File: src/common/nic_pkg.sv
// NIC control plane shared definitions
// MMIO address map, field widths, CSR structs and the write-data union

package nic_pkg;

    // ============================================================
    // Identity and base addresses
    // ============================================================
    localparam logic [7:0]   NIC_ID        = 8'h01;
    localparam logic [127:0] AFU_UUID      = 128'h5e9f_03c1_7a2b_4d86_b0e4_19c3_62fa_d871;
    localparam logic [15:0]  CSR_BASE      = 16'h0000;
    localparam logic [15:0]  AFU_ID_BASE   = 16'h0000;
    localparam logic [7:0]   NIC_MODE_WORD = 8'h13;

    // 64-bit registers sit on even 32-bit MMIO offsets
    localparam logic [15:0] ADDR_MEM_TX          = CSR_BASE + 16'd0;
    localparam logic [15:0] ADDR_MEM_RX          = CSR_BASE + 16'd2;
    localparam logic [15:0] ADDR_NIC_START       = CSR_BASE + 16'd4;
    localparam logic [15:0] ADDR_NUM_FLOWS       = CSR_BASE + 16'd6;
    localparam logic [15:0] ADDR_INIT            = CSR_BASE + 16'd8;
    localparam logic [15:0] ADDR_NIC_STATUS      = CSR_BASE + 16'd10;
    localparam logic [15:0] ADDR_CCIP_RPS        = CSR_BASE + 16'd12;
    localparam logic [15:0] ADDR_GET_PCK_CNT     = CSR_BASE + 16'd14;
    localparam logic [15:0] ADDR_PCK_CNT         = CSR_BASE + 16'd16;
    localparam logic [15:0] ADDR_NIC_MODE        = CSR_BASE + 16'd18;
    localparam logic [15:0] ADDR_RX_QUEUE_SIZE   = CSR_BASE + 16'd22;
    localparam logic [15:0] ADDR_TX_BATCH_SIZE   = CSR_BASE + 16'd24;
    localparam logic [15:0] ADDR_RX_BATCH_SIZE   = CSR_BASE + 16'd26;
    localparam logic [15:0] ADDR_POLLING_RATE    = CSR_BASE + 16'd28;
    localparam logic [15:0] ADDR_CONN_SETUP      = CSR_BASE + 16'd30;
    localparam logic [15:0] ADDR_CONN_STATUS     = CSR_BASE + 16'd32;
    localparam logic [15:0] ADDR_LB              = CSR_BASE + 16'd34;
    localparam logic [15:0] ADDR_PHY_NET_ADDR    = CSR_BASE + 16'd36;
    localparam logic [15:0] ADDR_IPV4_NET_ADDR   = CSR_BASE + 16'd38;
    localparam logic [15:0] ADDR_NET_DROP_CNT_RD = CSR_BASE + 16'd40;
    localparam logic [15:0] ADDR_NET_DROP_CNT    = CSR_BASE + 16'd42;
    localparam logic [15:0] ADDR_TX_QUEUE_SIZE   = CSR_BASE + 16'd44;

    // ============================================================
    // Field widths and counters
    // ============================================================
    localparam int LMAX_NUM_OF_FLOWS   = 3;
    localparam int LMAX_RX_QUEUE_SIZE  = 3;
    localparam int LMAX_TX_QUEUE_SIZE  = 8;
    localparam int LMAX_CCIP_BATCH     = 4;
    localparam int LMAX_CCIP_DMA_BATCH = 4;
    localparam int LMAX_POLLING_RATE   = 8;
    localparam int RPS_WINDOW_CYCLES   = 1000;

    localparam int NUM_COUNTERS = 5;
    localparam int CNT_RPC_IN   = 0;
    localparam int CNT_RPC_OUT  = 1;
    localparam int CNT_PDROP    = 2;
    localparam int CNT_NET_TX   = 3;
    localparam int CNT_NET_RX   = 4;

    // ============================================================
    // Types
    // ============================================================
    typedef struct packed {
        logic        rd_valid;
        logic        wr_valid;
        logic [15:0] address;
        logic [8:0]  tid;
        logic [63:0] data;
    } mmio_req_t;

    typedef struct packed {
        logic        valid;
        logic [8:0]  tid;
        logic [63:0] data;
    } mmio_rsp_t;

    // b0 is the lowest byte of the word
    typedef struct packed {
        logic [7:0] b5, b4, b3, b2, b1, b0;
    } phy_addr_t;

    typedef struct packed {
        logic [7:0] b3, b2, b1, b0;
    } ipv4_t;

    typedef struct packed {
        logic [15:0] rsvd;
        phy_addr_t   addr;
    } phy_wdata_t;

    typedef struct packed {
        logic [31:0] rsvd;
        ipv4_t       addr;
    } ipv4_wdata_t;

    typedef union packed {
        logic [63:0] raw;
        phy_wdata_t  phy;
        ipv4_wdata_t ip;
    } mmio_wdata_u;

    typedef struct packed {
        logic [41:0]                    mem_tx_addr;
        logic [41:0]                    mem_rx_addr;
        logic                           start;
        logic [LMAX_NUM_OF_FLOWS-1:0]   num_flows_m1;
        logic [LMAX_RX_QUEUE_SIZE-1:0]  rx_queue_size_m1;
        logic [LMAX_TX_QUEUE_SIZE:0]    tx_queue_size;
        logic [LMAX_CCIP_BATCH-1:0]     tx_batch_size;
        logic [LMAX_CCIP_DMA_BATCH-1:0] rx_batch_size;
        logic [LMAX_POLLING_RATE-1:0]   polling_rate;
        logic                           lb;
        phy_addr_t                      phy_addr;
        ipv4_t                          ipv4_addr;
    } nic_cfg_t;

    typedef struct packed {
        logic rpc_in;
        logic rpc_out;
        logic pdrop_tx_flows;
        logic net_tx;
        logic net_rx;
    } nic_events_t;

    typedef struct packed {
        logic ccip_initialized;
        logic rpc_initialized;
        logic err_rpc_rx_fifo;
        logic err_rpc_tx_fifo;
        logic err_ccip;
        logic err_rpc;
    } layer_state_t;

    typedef struct packed {
        logic [7:0] nic_id;
        logic       ready;
        logic       running;
        logic       error;
        logic       err_rpc_rx_fifo;
        logic       err_rpc_tx_fifo;
        logic       err_ccip;
        logic       err_rpc;
    } nic_status_t;

    typedef struct packed {
        logic        valid;
        logic [15:0] conn_id;
        logic        error;
    } conn_status_t;

endpackage

File: src/nic_csr_write.sv
// NIC CSR write side
// Decodes MMIO writes into the configuration registers and
// raises the one-cycle init, connection-setup and drop-count strobes

`timescale 1ns/1ps

module nic_csr_write import nic_pkg::*; (
    input  logic        ccip_clk,
    input  logic        reset,
    input  mmio_req_t   mmio_req,
    output nic_cfg_t    nic_cfg,
    output logic        init_strobe,
    output logic        conn_setup_valid,
    output logic [63:0] conn_setup_frame,
    output logic        drop_cnt_req_valid,
    output logic [4:0]  drop_cnt_req_id,
    output logic [7:0]  cnt_select
);

    mmio_wdata_u wdata;

    assign wdata = mmio_req.data;

    always_ff @(posedge ccip_clk) begin
        // Strobes fall again unless this cycle writes them
        init_strobe        <= 1'b0;
        conn_setup_valid   <= 1'b0;
        drop_cnt_req_valid <= 1'b0;

        if (mmio_req.wr_valid) begin
            case (mmio_req.address)
                ADDR_MEM_TX:        nic_cfg.mem_tx_addr <= wdata.raw[41:0];
                ADDR_MEM_RX:        nic_cfg.mem_rx_addr <= wdata.raw[41:0];
                ADDR_NIC_START:     nic_cfg.start       <= wdata.raw[0];
                ADDR_INIT:          init_strobe         <= 1'b1;
                ADDR_GET_PCK_CNT:   cnt_select          <= wdata.raw[7:0];
                ADDR_LB:            nic_cfg.lb          <= wdata.raw[0];
                // Software writes counts, hardware keeps count minus one
                ADDR_NUM_FLOWS: begin
                    nic_cfg.num_flows_m1 <= wdata.raw[LMAX_NUM_OF_FLOWS-1:0] - 1'b1;
                end
                ADDR_RX_QUEUE_SIZE: begin
                    nic_cfg.rx_queue_size_m1 <= wdata.raw[LMAX_RX_QUEUE_SIZE-1:0] - 1'b1;
                end
                ADDR_TX_QUEUE_SIZE: begin
                    nic_cfg.tx_queue_size <= wdata.raw[LMAX_TX_QUEUE_SIZE:0];
                end
                ADDR_TX_BATCH_SIZE: begin
                    nic_cfg.tx_batch_size <= wdata.raw[LMAX_CCIP_BATCH-1:0];
                end
                ADDR_RX_BATCH_SIZE: begin
                    nic_cfg.rx_batch_size <= wdata.raw[LMAX_CCIP_DMA_BATCH-1:0];
                end
                ADDR_POLLING_RATE: begin
                    nic_cfg.polling_rate <= wdata.raw[LMAX_POLLING_RATE-1:0];
                end
                ADDR_CONN_SETUP: begin
                    conn_setup_frame <= wdata.raw;
                    conn_setup_valid <= 1'b1;
                end
                // Byte-wise network addresses through the union views
                ADDR_PHY_NET_ADDR:  nic_cfg.phy_addr  <= wdata.phy.addr;
                ADDR_IPV4_NET_ADDR: nic_cfg.ipv4_addr <= wdata.ip.addr;
                ADDR_NET_DROP_CNT_RD: begin
                    drop_cnt_req_id    <= wdata.raw[4:0];
                    drop_cnt_req_valid <= 1'b1;
                end
                default: begin
                end
            endcase
        end

        if (reset) begin
            nic_cfg.start      <= 1'b0;
            cnt_select         <= 8'd0;
            init_strobe        <= 1'b0;
            conn_setup_valid   <= 1'b0;
            drop_cnt_req_valid <= 1'b0;
        end
    end

endmodule

File: src/nic_csr_read.sv
// NIC CSR read side
// Answers every MMIO read one cycle later with the feature header,
// the AFU ID or a status word, and holds the clear-on-read
// connection status

`timescale 1ns/1ps

module nic_csr_read import nic_pkg::*; (
    input  logic         ccip_clk,
    input  logic         reset,
    input  mmio_req_t    mmio_req,
    input  nic_status_t  status,
    input  logic [31:0]  rps,
    input  logic [63:0]  cnt_value,
    input  conn_status_t conn_status,
    input  logic [63:0]  net_drop_cnt,
    output mmio_rsp_t    mmio_rsp
);

    conn_status_t conn_q;
    logic         conn_rd;
    logic [63:0]  rd_data;

    assign conn_rd = mmio_req.rd_valid && (mmio_req.address == ADDR_CONN_STATUS);

    // ============================================================
    // Read multiplexer
    // ============================================================
    // DFH reserved words at offsets 6 and 8 read zero like any unmapped offset
    always_comb begin
        rd_data = 64'd0;
        case (mmio_req.address)
            // Device feature header with a single AFU entry
            AFU_ID_BASE + 16'd0: begin
                rd_data[63:60] = 4'h1;
                rd_data[40]    = 1'b1;
            end
            AFU_ID_BASE + 16'd2: rd_data = AFU_UUID[63:0];
            AFU_ID_BASE + 16'd4: rd_data = AFU_UUID[127:64];
            ADDR_NIC_STATUS: rd_data[$bits(nic_status_t)-1:0] = status;
            ADDR_CCIP_RPS:   rd_data[31:0] = rps;
            ADDR_PCK_CNT:    rd_data = cnt_value;
            ADDR_NIC_MODE:   rd_data[7:0] = NIC_MODE_WORD;
            ADDR_CONN_STATUS: rd_data[$bits(conn_status_t)-1:0] = conn_q;
            ADDR_NET_DROP_CNT: rd_data = net_drop_cnt;
            default: rd_data = 64'd0;
        endcase
    end

    always_ff @(posedge ccip_clk) begin
        mmio_rsp.valid <= mmio_req.rd_valid;
        mmio_rsp.tid   <= mmio_req.tid;
        mmio_rsp.data  <= rd_data;

        if (reset) begin
            mmio_rsp.valid <= 1'b0;
        end
    end

    // ============================================================
    // Connection status capture
    // ============================================================
    // A new status in the read cycle survives the clear
    always_ff @(posedge ccip_clk) begin
        if (reset) begin
            conn_q <= '0;
        end else if (conn_status.valid) begin
            conn_q <= conn_status;
        end else if (conn_rd) begin
            conn_q <= '0;
        end
    end

endmodule

File: src/nic_status_monitor.sv
// NIC status and throughput monitor
// Registers readiness, running state and the error summary, and
// counts incoming requests over a fixed window

`timescale 1ns/1ps

module nic_status_monitor import nic_pkg::*; (
    input  logic         ccip_clk,
    input  logic         reset,
    input  layer_state_t layer_state,
    input  logic         rpc_in,
    input  logic         start,
    output nic_status_t  status,
    output logic [31:0]  rps
);

    logic        ready_d;
    logic        rpc_in_q;
    logic [31:0] window_cnt;
    logic [31:0] req_cnt;

    assign ready_d = layer_state.ccip_initialized & layer_state.rpc_initialized;

    always_ff @(posedge ccip_clk) begin
        if (reset) begin
            status <= '0;
        end else begin
            status.nic_id          <= NIC_ID;
            status.ready           <= ready_d;
            status.running         <= ready_d & start;
            status.err_rpc_rx_fifo <= layer_state.err_rpc_rx_fifo;
            status.err_rpc_tx_fifo <= layer_state.err_rpc_tx_fifo;
            status.err_ccip        <= layer_state.err_ccip;
            status.err_rpc         <= layer_state.err_rpc;
            status.error           <= layer_state.err_rpc_rx_fifo |
                                      layer_state.err_rpc_tx_fifo |
                                      layer_state.err_ccip |
                                      layer_state.err_rpc;
        end
    end

    // ============================================================
    // Requests per window
    // ============================================================
    always_ff @(posedge ccip_clk) begin
        if (reset) begin
            rpc_in_q   <= 1'b0;
            window_cnt <= 32'd0;
            req_cnt    <= 32'd0;
            rps        <= 32'd0;
        end else begin
            rpc_in_q <= rpc_in;
            if (window_cnt == 32'(RPS_WINDOW_CYCLES)) begin
                // Publish and start a fresh window
                rps        <= req_cnt;
                req_cnt    <= 32'd0;
                window_cnt <= 32'd0;
            end else begin
                window_cnt <= window_cnt + 32'd1;
                if (rpc_in_q) begin
                    req_cnt <= req_cnt + 32'd1;
                end
            end
        end
    end

endmodule

File: src/nic_pkt_counters.sv
// NIC event counters
// Five 64-bit counters, one per datapath event, with one of them
// selected for MMIO readout by a software-written id

`timescale 1ns/1ps

module nic_pkt_counters import nic_pkg::*; (
    input  logic        ccip_clk,
    input  logic        reset,
    input  nic_events_t events,
    input  logic [7:0]  cnt_select,
    output logic [63:0] cnt_value
);

    logic [NUM_COUNTERS-1:0] event_vec;
    logic [63:0]             cnt_q [NUM_COUNTERS];

    // Event bits placed at their counter ids
    assign event_vec[CNT_RPC_IN]  = events.rpc_in;
    assign event_vec[CNT_RPC_OUT] = events.rpc_out;
    assign event_vec[CNT_PDROP]   = events.pdrop_tx_flows;
    assign event_vec[CNT_NET_TX]  = events.net_tx;
    assign event_vec[CNT_NET_RX]  = events.net_rx;

    // ============================================================
    // Counter bank
    // ============================================================
    always_ff @(posedge ccip_clk) begin
        for (int i = 0; i < NUM_COUNTERS; i++) begin
            if (reset) begin
                cnt_q[i] <= 64'd0;
            end else if (event_vec[i]) begin
                cnt_q[i] <= cnt_q[i] + 64'd1;
            end
        end
    end

    // Readout of the current value, ids past the bank read zero
    always_comb begin
        cnt_value = 64'd0;
        for (int i = 0; i < NUM_COUNTERS; i++) begin
            if (cnt_select == 8'(i)) begin
                cnt_value = cnt_q[i];
            end
        end
    end

endmodule

File: src/nic_control.sv
// NIC control plane top level
// Connects the MMIO CSR blocks, the status monitor and the event
// counters on the CCI-P clock

`timescale 1ns/1ps

module nic_control import nic_pkg::*; (
    input  logic         ccip_clk,
    input  logic         reset,
    input  mmio_req_t    mmio_req,
    output mmio_rsp_t    mmio_rsp,
    output nic_cfg_t     nic_cfg,
    output logic         init_strobe,
    output logic         conn_setup_valid,
    output logic [63:0]  conn_setup_frame,
    output logic         drop_cnt_req_valid,
    output logic [4:0]   drop_cnt_req_id,
    input  nic_events_t  events,
    input  layer_state_t layer_state,
    input  conn_status_t conn_status,
    input  logic [63:0]  net_drop_cnt
);

    logic [7:0]  cnt_select;
    logic [63:0] cnt_value;
    logic [31:0] rps;
    nic_status_t status;

    nic_csr_write u_csr_write (
        .ccip_clk           (ccip_clk),
        .reset              (reset),
        .mmio_req           (mmio_req),
        .nic_cfg            (nic_cfg),
        .init_strobe        (init_strobe),
        .conn_setup_valid   (conn_setup_valid),
        .conn_setup_frame   (conn_setup_frame),
        .drop_cnt_req_valid (drop_cnt_req_valid),
        .drop_cnt_req_id    (drop_cnt_req_id),
        .cnt_select         (cnt_select)
    );

    nic_csr_read u_csr_read (
        .ccip_clk     (ccip_clk),
        .reset        (reset),
        .mmio_req     (mmio_req),
        .status       (status),
        .rps          (rps),
        .cnt_value    (cnt_value),
        .conn_status  (conn_status),
        .net_drop_cnt (net_drop_cnt),
        .mmio_rsp     (mmio_rsp)
    );

    nic_status_monitor u_status (
        .ccip_clk    (ccip_clk),
        .reset       (reset),
        .layer_state (layer_state),
        .rpc_in      (events.rpc_in),
        .start       (nic_cfg.start),
        .status      (status),
        .rps         (rps)
    );

    nic_pkt_counters u_counters (
        .ccip_clk   (ccip_clk),
        .reset      (reset),
        .events     (events),
        .cnt_select (cnt_select),
        .cnt_value  (cnt_value)
    );

endmodule

File: config.mk
export PLATFORM = sky130hd
export DESIGN_NAME = nic_control
export DESIGN_NICKNAME = d
export VERILOG_FILES = /design/src/common/nic_pkg.sv /design/src/nic_csr_write.sv /design/src/nic_csr_read.sv /design/src/nic_status_monitor.sv /design/src/nic_pkt_counters.sv /design/src/nic_control.sv
export SDC_FILE = /design/constraint.sdc
export NUM_CORES = 1
export LEC_CHECK = 0
export ABC_AREA = 0
export BUFFER_PORTS_ARGS = -buffer_cell sky130_fd_sc_hd__buf_2
export CELL_PAD_IN_SITES_DETAIL_PLACEMENT = 0
export CELL_PAD_IN_SITES_GLOBAL_PLACEMENT = 1
export CORE_MARGIN = 3
export CORE_UTILIZATION = 29
export CTS_BUF_LIST = sky130_fd_sc_hd__clkbuf_4
export CTS_CLUSTER_SIZE = 25
export DETAILED_ROUTE_END_ITERATION = 7
export PLACE_DENSITY = 0.58
export SLEW_MARGIN = 20
export SYNTH_ARGS = -nofsm -noshare
export SYNTH_HDL_FRONTEND = slang
export SYNTH_HIERARCHICAL = 1
export SYNTH_SLANG_ARGS = --single-unit
export TNS_END_PERCENT = 100
File: constraint.sdc
create_clock -name ccip_clk -period 9.1 [get_ports ccip_clk]
set_input_delay 0 -clock ccip_clk [delete_from_list [all_inputs] [get_ports ccip_clk]]
set_output_delay 0 -clock ccip_clk [all_outputs]
set_load 0.01 [all_outputs]
==> flow_metrics.env, run 1 <==
export IMPL_status="finished, final reports clean"
export IMPL_wire_per_inst_um=21.9
export IMPL_drt_pass1_iter_count=8
export IMPL_crit_chain="buf_4, and3b_1, buf_4, a222oi_1, inv_1, a222oi_1, dlygate4sd3_1, o21ai_1, dlygate4sd3_1"
export IMPL_ant_nets=0
export IMPL_cts_root_buf="clkbuf_4"
export IMPL_yosys_area_top_type="edfxtp_1"
export IMPL_first_iter_violations=2900
export IMPL_power_density_nw_per_um2=161
export IMPL_clk_pin_slew_ps=70
export IMPL_crit_family="buffers and inverters"
export IMPL_p_clk_share_pct=41.7
export IMPL_cts_htree_levels=4
export IMPL_globalRouteOverflowTotal=0
export IMPL_ys_top_cells_by_area="edfxtp_1, dfxtp_1, a21oi_1"
export IMPL_grt_pass1_vias=31900
export IMPL_vias=33000
export IMPL_ios=529
export IMPL_synthArstFlopShare_pct=0
export IMPL_die_w_um=364
export IMPL_synth_top_area_share_pct=47.2
export IMPL_drc=0
export IMPL_ys_warn_count=6
export IMPL_rsz0062_at_grt="no"
export IMPL_mostFrequentLayoutCells="edfxtp_1, dlygate4sd3_1, buf_2, clkbuf_4, nand2_1"
export IMPL_tightestPinTransition_ps=1090
export IMPL_fp_dieH_um=364
export IMPL_numCtsBuffers=223
export IMPL_crit_fanout=49
export IMPL_combPwrFrac_pct=6.6
export IMPL_synthToLayoutAreaGrowth_pct=34.3
export IMPL_hold_class="input port to flip-flop"
export IMPL_core_um2=127000
export IMPL_clockBufferDepth=3
export IMPL_vias_per_cell=5.17
export IMPL_ys_seq_area_share_pct=58.4
export IMPL_final_common_cell="edfxtp_1"
export IMPL_start_util_pct=29.4
export IMPL_timing_final_ws_setup_ps=4720
export IMPL_cp_arrival_ps=5380
export IMPL_finalPower_uw=8040
export IMPL_worstPathBufferInverterCount=5
export IMPL_finClkSkew_ps=85.0
export IMPL_place_congestion=0.821
export IMPL_synthCells=3395
export IMPL_cts_tree="done"
export IMPL_place_hpwl_um=95600
export IMPL_p_sw_uw=2090
export IMPL_switching_share_pct=26.0
export IMPL_final_setup_tns_ps=0
export IMPL_start_kind="flip-flop"
export IMPL_grt_max_degree=65
export IMPL_min_period_ps=4380
export IMPL_leakage_uw=0.0177
export IMPL_wirelength_um=140000
export IMPL_post_route_period_util_pct=48.2
export IMPL_path_class="flip-flop to flip-flop"
export IMPL_synth_seq_cells=794
export IMPL_rows=130
export IMPL_critPathRequiredTime_ps=10100
export IMPL_worstSkewPairLatency_ps=1180
export IMPL_slew_viol_final=0
export IMPL_setup_viol=0
export IMPL_drive_above_1_share_pct=21.8
export IMPL_hold_violations=0
export IMPL_fin_nets=4744
export IMPL_place_ws_ps=5760
export IMPL_netlist_area_um2=37300
export IMPL_grt_first_pass_wirelength_um=205000
export IMPL_p_int_uw=5950
export IMPL_numPortBuffers=528
export IMPL_dieArea_um2=133000
export IMPL_cts_sinks=794
export IMPL_syn_avg_cell_area_um2=11.0
export IMPL_max_cap_viol_count=0
export IMPL_seq_power_share_pct=51.7
export IMPL_irDropWorstVdd_mv=0.121
export IMPL_ys_dominant_reg_cell="edfxtp_1"
export IMPL_grt_total_usage_pct=20.3
export IMPL_synth_cell_types=83
export IMPL_maxSlewHeadroom_pct=27.0
export IMPL_fillers=12400
export IMPL_max_freq_mhz=228
export IMPL_synth_edf_count=585
export IMPL_endpoint_kind="flip-flop"
export IMPL_antenna_found_initial=14
export IMPL_cpMaxStageDelayCell="buf_4"
export IMPL_critPathMaxStageDelay_ps=700
-- final timing paths --
path | from | end | slack, ps | depth (start not counted)
hold / removal | events[4] | u_counters/cnt_q[0][42] | 150 | 4
setup / recovery | u_csr_write/cnt_select[0] | u_csr_read/mmio_rsp[7] | 4720 | 9
hold reg to reg | u_status/rps[4] | u_status/rps[4] | 470 | 2
setup reg to reg | u_csr_write/cnt_select[0] | u_csr_read/mmio_rsp[7] | 4720 | 9
-- power groups by stage --
stage               clock network (uW)  logic (uW)  registers [uW]
floorplan                            0         217            4150
global placement                     0         375            4220
detailed placement                   0         378            4220
CTS                               3490         528            4150
global route                      3690         575            4170
finish                            3360         530            4150
-- cell usage after synthesis, types with 15 or more instances --
master    count
nand4_1     169
o21ai_0     179
nor4_1       62
o211ai_1     15
clkbuf_1    140
mux2i_1      43
nor3_1       49
and3_1       40
nand2_1     271
a222oi_1     54
buf_2        29
or2_2        16
xor2_1       83
a21oi_1     260
inv_1       103
or4_1        67
buf_1        20
and2_1       18
and4_1       26
dfxtp_1     209
a22o_1       33
edfxtp_1    585
a22oi_1      26
xnor2_1      93
o31ai_1      82
nand3_1     166
or3_1       135
nand2b_1     18
nor2_1      240
mux4_2       23
-- stage by stage --
stage | util [%] | cells | area, um^2 | hold slack [ps]
5_1_grt | 39.5 | 6380 | 50000 | 41.0
3_3_place_gp | 32.9 | 5430 | 41600 | 102
4_1_cts | 39.5 | 6370 | 50000 | 6.94
2_1_floorplan | - | 3401 | 37300 | 27.7
6_report | 39.5 | 6391 | 50000 | 147
3_5_place_dp | 32.9 | 5431 | 41600 | 104
-- sequential cells by signal, indices dropped and copies added, names as in the netlist, 5 cells and up --
signal and count:
u_status/status 8, u_csr_write/cnt_select 8, u_csr_write/nic_cfg 197, u_status/rps 32, u_csr_write/conn_setup_frame 64, u_csr_write/drop_cnt_req_id 5
u_status/req_cnt 32, u_counters/cnt_q 320, u_status/window_cnt 32, u_csr_read/conn_q 18, u_csr_read/mmio_rsp 74
-- cell type report --
type | count | area [um^2] | share of cell area [%]
Antenna cell | 21 | 52.6 | 0.105
Clock buffer | 336 | 2520 | 5.04
Clock inverter | 60 | 374 | 0.748
Inverter | 105 | 394 | 0.788
Multi-Input combinational cell | 2300 | 14400 | 28.7
Sequential cell | 794 | 21800 | 43.5
Tap cell | 1650 | 2060 | 4.13
Timing Repair Buffer | 1125 | 8490 | 17.0
-- worst reg2reg max path: stages, from the launching register on --
cell           delay (ps)
dfxtp_4               580
buf_4                 730
and3b_1               370
buf_4                 270
a222oi_1              690
inv_1                 110
a222oi_1              310
dlygate4sd3_1         580
o21ai_1                60
dlygate4sd3_1         570
-- logic make-up (layout without fill, tap and decap cells) --
family / after synthesis / count (layout) / synth area share [%]
simple gates: 1340 / 1340 / 19.4
other cells: 1 / 28 / 0.0101
flops: 794 / 794 / 58.4
compound gates: 702 / 702 / 11.9
fa+ha+maj: 9 / 9 / 0.302
xor+xnor: 176 / 176 / 4.14
mux: 66 / 66 / 2.55
buf+inv: 307 / 1626 / 3.37
-- metal layers --
layer	GRT usage, %	share of wire [%]	wire length [um]
met5	0	0.015	21
met4	7.79	3.4	4700
met2	32.5	46	64700
met3	4.09	7.1	9910
met1	27.1	43	60400
-- what timing repair did --
item                      4_1_cts  5_1_grt
hold endpoints to repair     1301        0
buffers inserted                0        0
hold buffers                  543        0
resized for setup               0        0
(Power assumes the default switching activity.)
==> run 2, diff against run 1 <==
Settings changed: ABC_AREA 0 to 1, PLACE_DENSITY 0.58 to 0.63.
Clock period 9.1 ns to 3.68 ns, I/O delays scaled along.
==> flow_metrics.env, run 2 <==
export IMPL_crit_fanout=9
export IMPL_synthToLayoutAreaGrowth_pct=34.7
export IMPL_drt_pass1_iter_count=8
export IMPL_ios=529
export IMPL_cts_tree="done"
export IMPL_numPortBuffers=528
export IMPL_synth_seq_cells=794
export IMPL_layout_cells_non_filler=8615
export IMPL_cts_sinks=794
export IMPL_max_freq_mhz=275
export IMPL_netlist_area_um2=41300
export IMPL_die_w_um=383
export IMPL_worstSkewPairLatency_ps=1290
export IMPL_clockBufferDepth=3
export IMPL_seq_power_share_pct=50.8
export IMPL_vias_per_cell=4.89
export IMPL_ys_warn_count=6
export IMPL_power_density_nw_per_um2=369
export IMPL_yosys_area_top_type="edfxtp_1"
export IMPL_final_setup_tns_ps=0
export IMPL_first_iter_violations=4070
export IMPL_cts_htree_levels=4
export IMPL_tightestPinTransition_ps=1090
export IMPL_ant_nets=0
export IMPL_critPathRequiredTime_ps=4790
export IMPL_place_congestion=0.984
export IMPL_synth_top_area_share_pct=42.5
export IMPL_cp_arrival_ps=4750
export IMPL_path_class="input port to flip-flop"
export IMPL_switching_share_pct=27.9
export IMPL_synth_most_common_cell="nand2_1"
export IMPL_globalRouteOverflowTotal=0
export IMPL_start_util_pct=29.4
export IMPL_place_hpwl_um=144000
export IMPL_leakage_uw=0.0205
export IMPL_status="finished, violations left"
export IMPL_yosys_top_cells_count="nand2_1, nor2_1, edfxtp_1, nand3_1, inv_1"
export IMPL_core_um2=140000
export IMPL_synth_cell_types=44
export IMPL_grt_pass1_vias=40400
export IMPL_mostFrequentLayoutCells="nand2_1, nor2_1, dlygate4sd3_1, edfxtp_1, buf_2"
export IMPL_final_common_cell="nand2_1"
export IMPL_top_regs="u_counters/cnt_q: 320 flops, u_csr_write/nic_cfg: 197 flops, u_csr_read/mmio_rsp: 74 flops"
export IMPL_start_kind="input port"
export IMPL_fin_nets=6730
export IMPL_fp_dieH_um=383
export IMPL_synth_edf_count=585
export IMPL_slew_viol_final=0
export IMPL_numCtsBuffers=224
export IMPL_combPwrFrac_pct=6.6
export IMPL_dieArea_um2=147000
export IMPL_irDropWorstVdd_mv=0.242
export IMPL_synthCells=5211
export IMPL_grt_first_pass_wirelength_um=274000
export IMPL_clk_pin_slew_ps=70
export IMPL_hold_class="input port to flip-flop"
export IMPL_ys_dominant_reg_cell="edfxtp_1"
export IMPL_p_clk_share_pct=42.6
export IMPL_p_sw_uw=5730
export IMPL_grt_total_usage_pct=25.3
export IMPL_antenna_found_initial=13
export IMPL_largest_reg_flops=320
export IMPL_drc=2
export IMPL_dp_cells=7537
export IMPL_rsz0062_at_grt="no"
export IMPL_fillers=14500
export IMPL_setup_viol=0
export IMPL_wire_per_inst_um=22.2
export IMPL_ys_top_cells_by_area="edfxtp_1, nand2_1, dfxtp_1"
export IMPL_maxSlewHeadroom_pct=27.1
export IMPL_hold_violations=0
export IMPL_wirelength_um=191000
export IMPL_ys_seq_area_share_pct=52.7
export IMPL_rows=137
export IMPL_violations="design-rule violations"
export IMPL_vias=42200
export IMPL_cts_root_buf="clkbuf_4"
export IMPL_top_register="u_counters/cnt_q"
export IMPL_endpoint_kind="flip-flop"
export IMPL_min_period_ps=3640
export IMPL_p_int_uw=14800
export IMPL_max_cap_viol_count=0
export IMPL_grt_max_degree=83
export IMPL_finClkSkew_ps=87.3
export IMPL_synthArstFlopShare_pct=0
export IMPL_syn_avg_cell_area_um2=7.92
export IMPL_post_route_period_util_pct=98.9
export IMPL_drive_above_1_share_pct=16.5
==> run 2: changes by cell type after synthesis, sizes merged, moves of 72 or more <==
cell	delta
clkbuf	-92
inv	+288
nand2	+1378
nand3	+223
nor2	+788
o31ai	-83
or3	-135
or4	-72
xnor2	-72
==> run 2: cells by family after synthesis <==
logic type,share of synthesized area [%]
xor gates and xnor gates,1.25
buffers and inverters,5.33
AOI/OAI and AO/OA,6.32
other,0.00908
DFF,52.7
adders and majority gates,0.273
and+or+nand+nor,34.1
==> run 2: critical path, cell delays in order <==
cell,delay (ps)
dlygate4sd3_1,550
buf_2,130
dlygate4sd3_1,560
nor2_1,80
dlygate4sd3_1,550
nand2_1,60
dlygate4sd3_1,600
nor2_4,250
nand4_1,140
dlygate4sd3_1,590
nand2_1,60
dlygate4sd3_1,570
nor2_2,40
dlygate4sd3_1,550
==> run 2: area by class of cell <==
cell class              count  area, um^2  area share [%]
clock inverters            88         542           0.974
inverters                 395        1480            2.67
diodes                     10        25.0          0.0450
well taps                1876        2350            4.22
multi-input cells        3899       17400            31.3
clock buffers             332        2490            4.48
flip-flops and latches    794       21800            39.1
repair buffers           1221        9550            17.2
==> run 2: layer usage <==
metal | track usage [%] | share of wire, % | wire [um]
met1 | 33.4 | 43 | 81400
met2 | 40.7 | 45 | 86400
met3 | 5.03 | 8.2 | 15700
met4 | 9.98 | 3.8 | 7320
met5 | 0 | 0.040 | 76
==> run 2: power by group through the flow <==
| stage | clock (uW) | combinational, uW | sequential, uW |
|---|---|---|---|
| 6_report | 8730 | 1360 | 10400 |
| 5_1_grt | 9530 | 1490 | 10400 |
| 4_1_cts | 9060 | 1340 | 10400 |
| 3_5_place_dp | 0 | 936 | 10600 |
| 3_3_place_gp | 0 | 927 | 10600 |
| 2_1_floorplan | 0 | 524 | 10300 |
==> run 2: repair_timing <==
action,4_1_cts,5_1_grt
setup endpoints to repair,0,125
setup buffers,0,6
hold buffers,642,0
resized for setup,0,11
hold endpoints to repair,1225,0
==> run 2: metrics by stage <==
step	hold slack (ps)	power (uW)	setup slack [ps]	util, %	area [um^2]
global route	48.5	21400	15.5	39.6	55600
detailed placement	104	11500	880	32.8	46000
global placement	102	11500	972	32.8	46000
floorplan	27.7	10800	599	-	41300
finish	129	20500	41.1	39.6	55600
CTS	2.00	20800	11.6	39.5	55500
==> run 2: path summary, 6_finish.rpt <==
| kind | slack, ps | end | start | cells after the start |
|---|---|---|---|---|
| worst max-delay path | 40 | u_csr_write/cnt_select[4] | mmio_req[85] | 14 |
| worst min register to register | 470 | u_status/window_cnt[20] | u_status/window_cnt[20] | 2 |
| worst min-delay path | 130 | u_csr_read/mmio_rsp[14] | mmio_req[77] | 9 |
| worst max register to register | 100 | u_csr_read/mmio_rsp[10] | u_csr_write/cnt_select[7] | 14 |
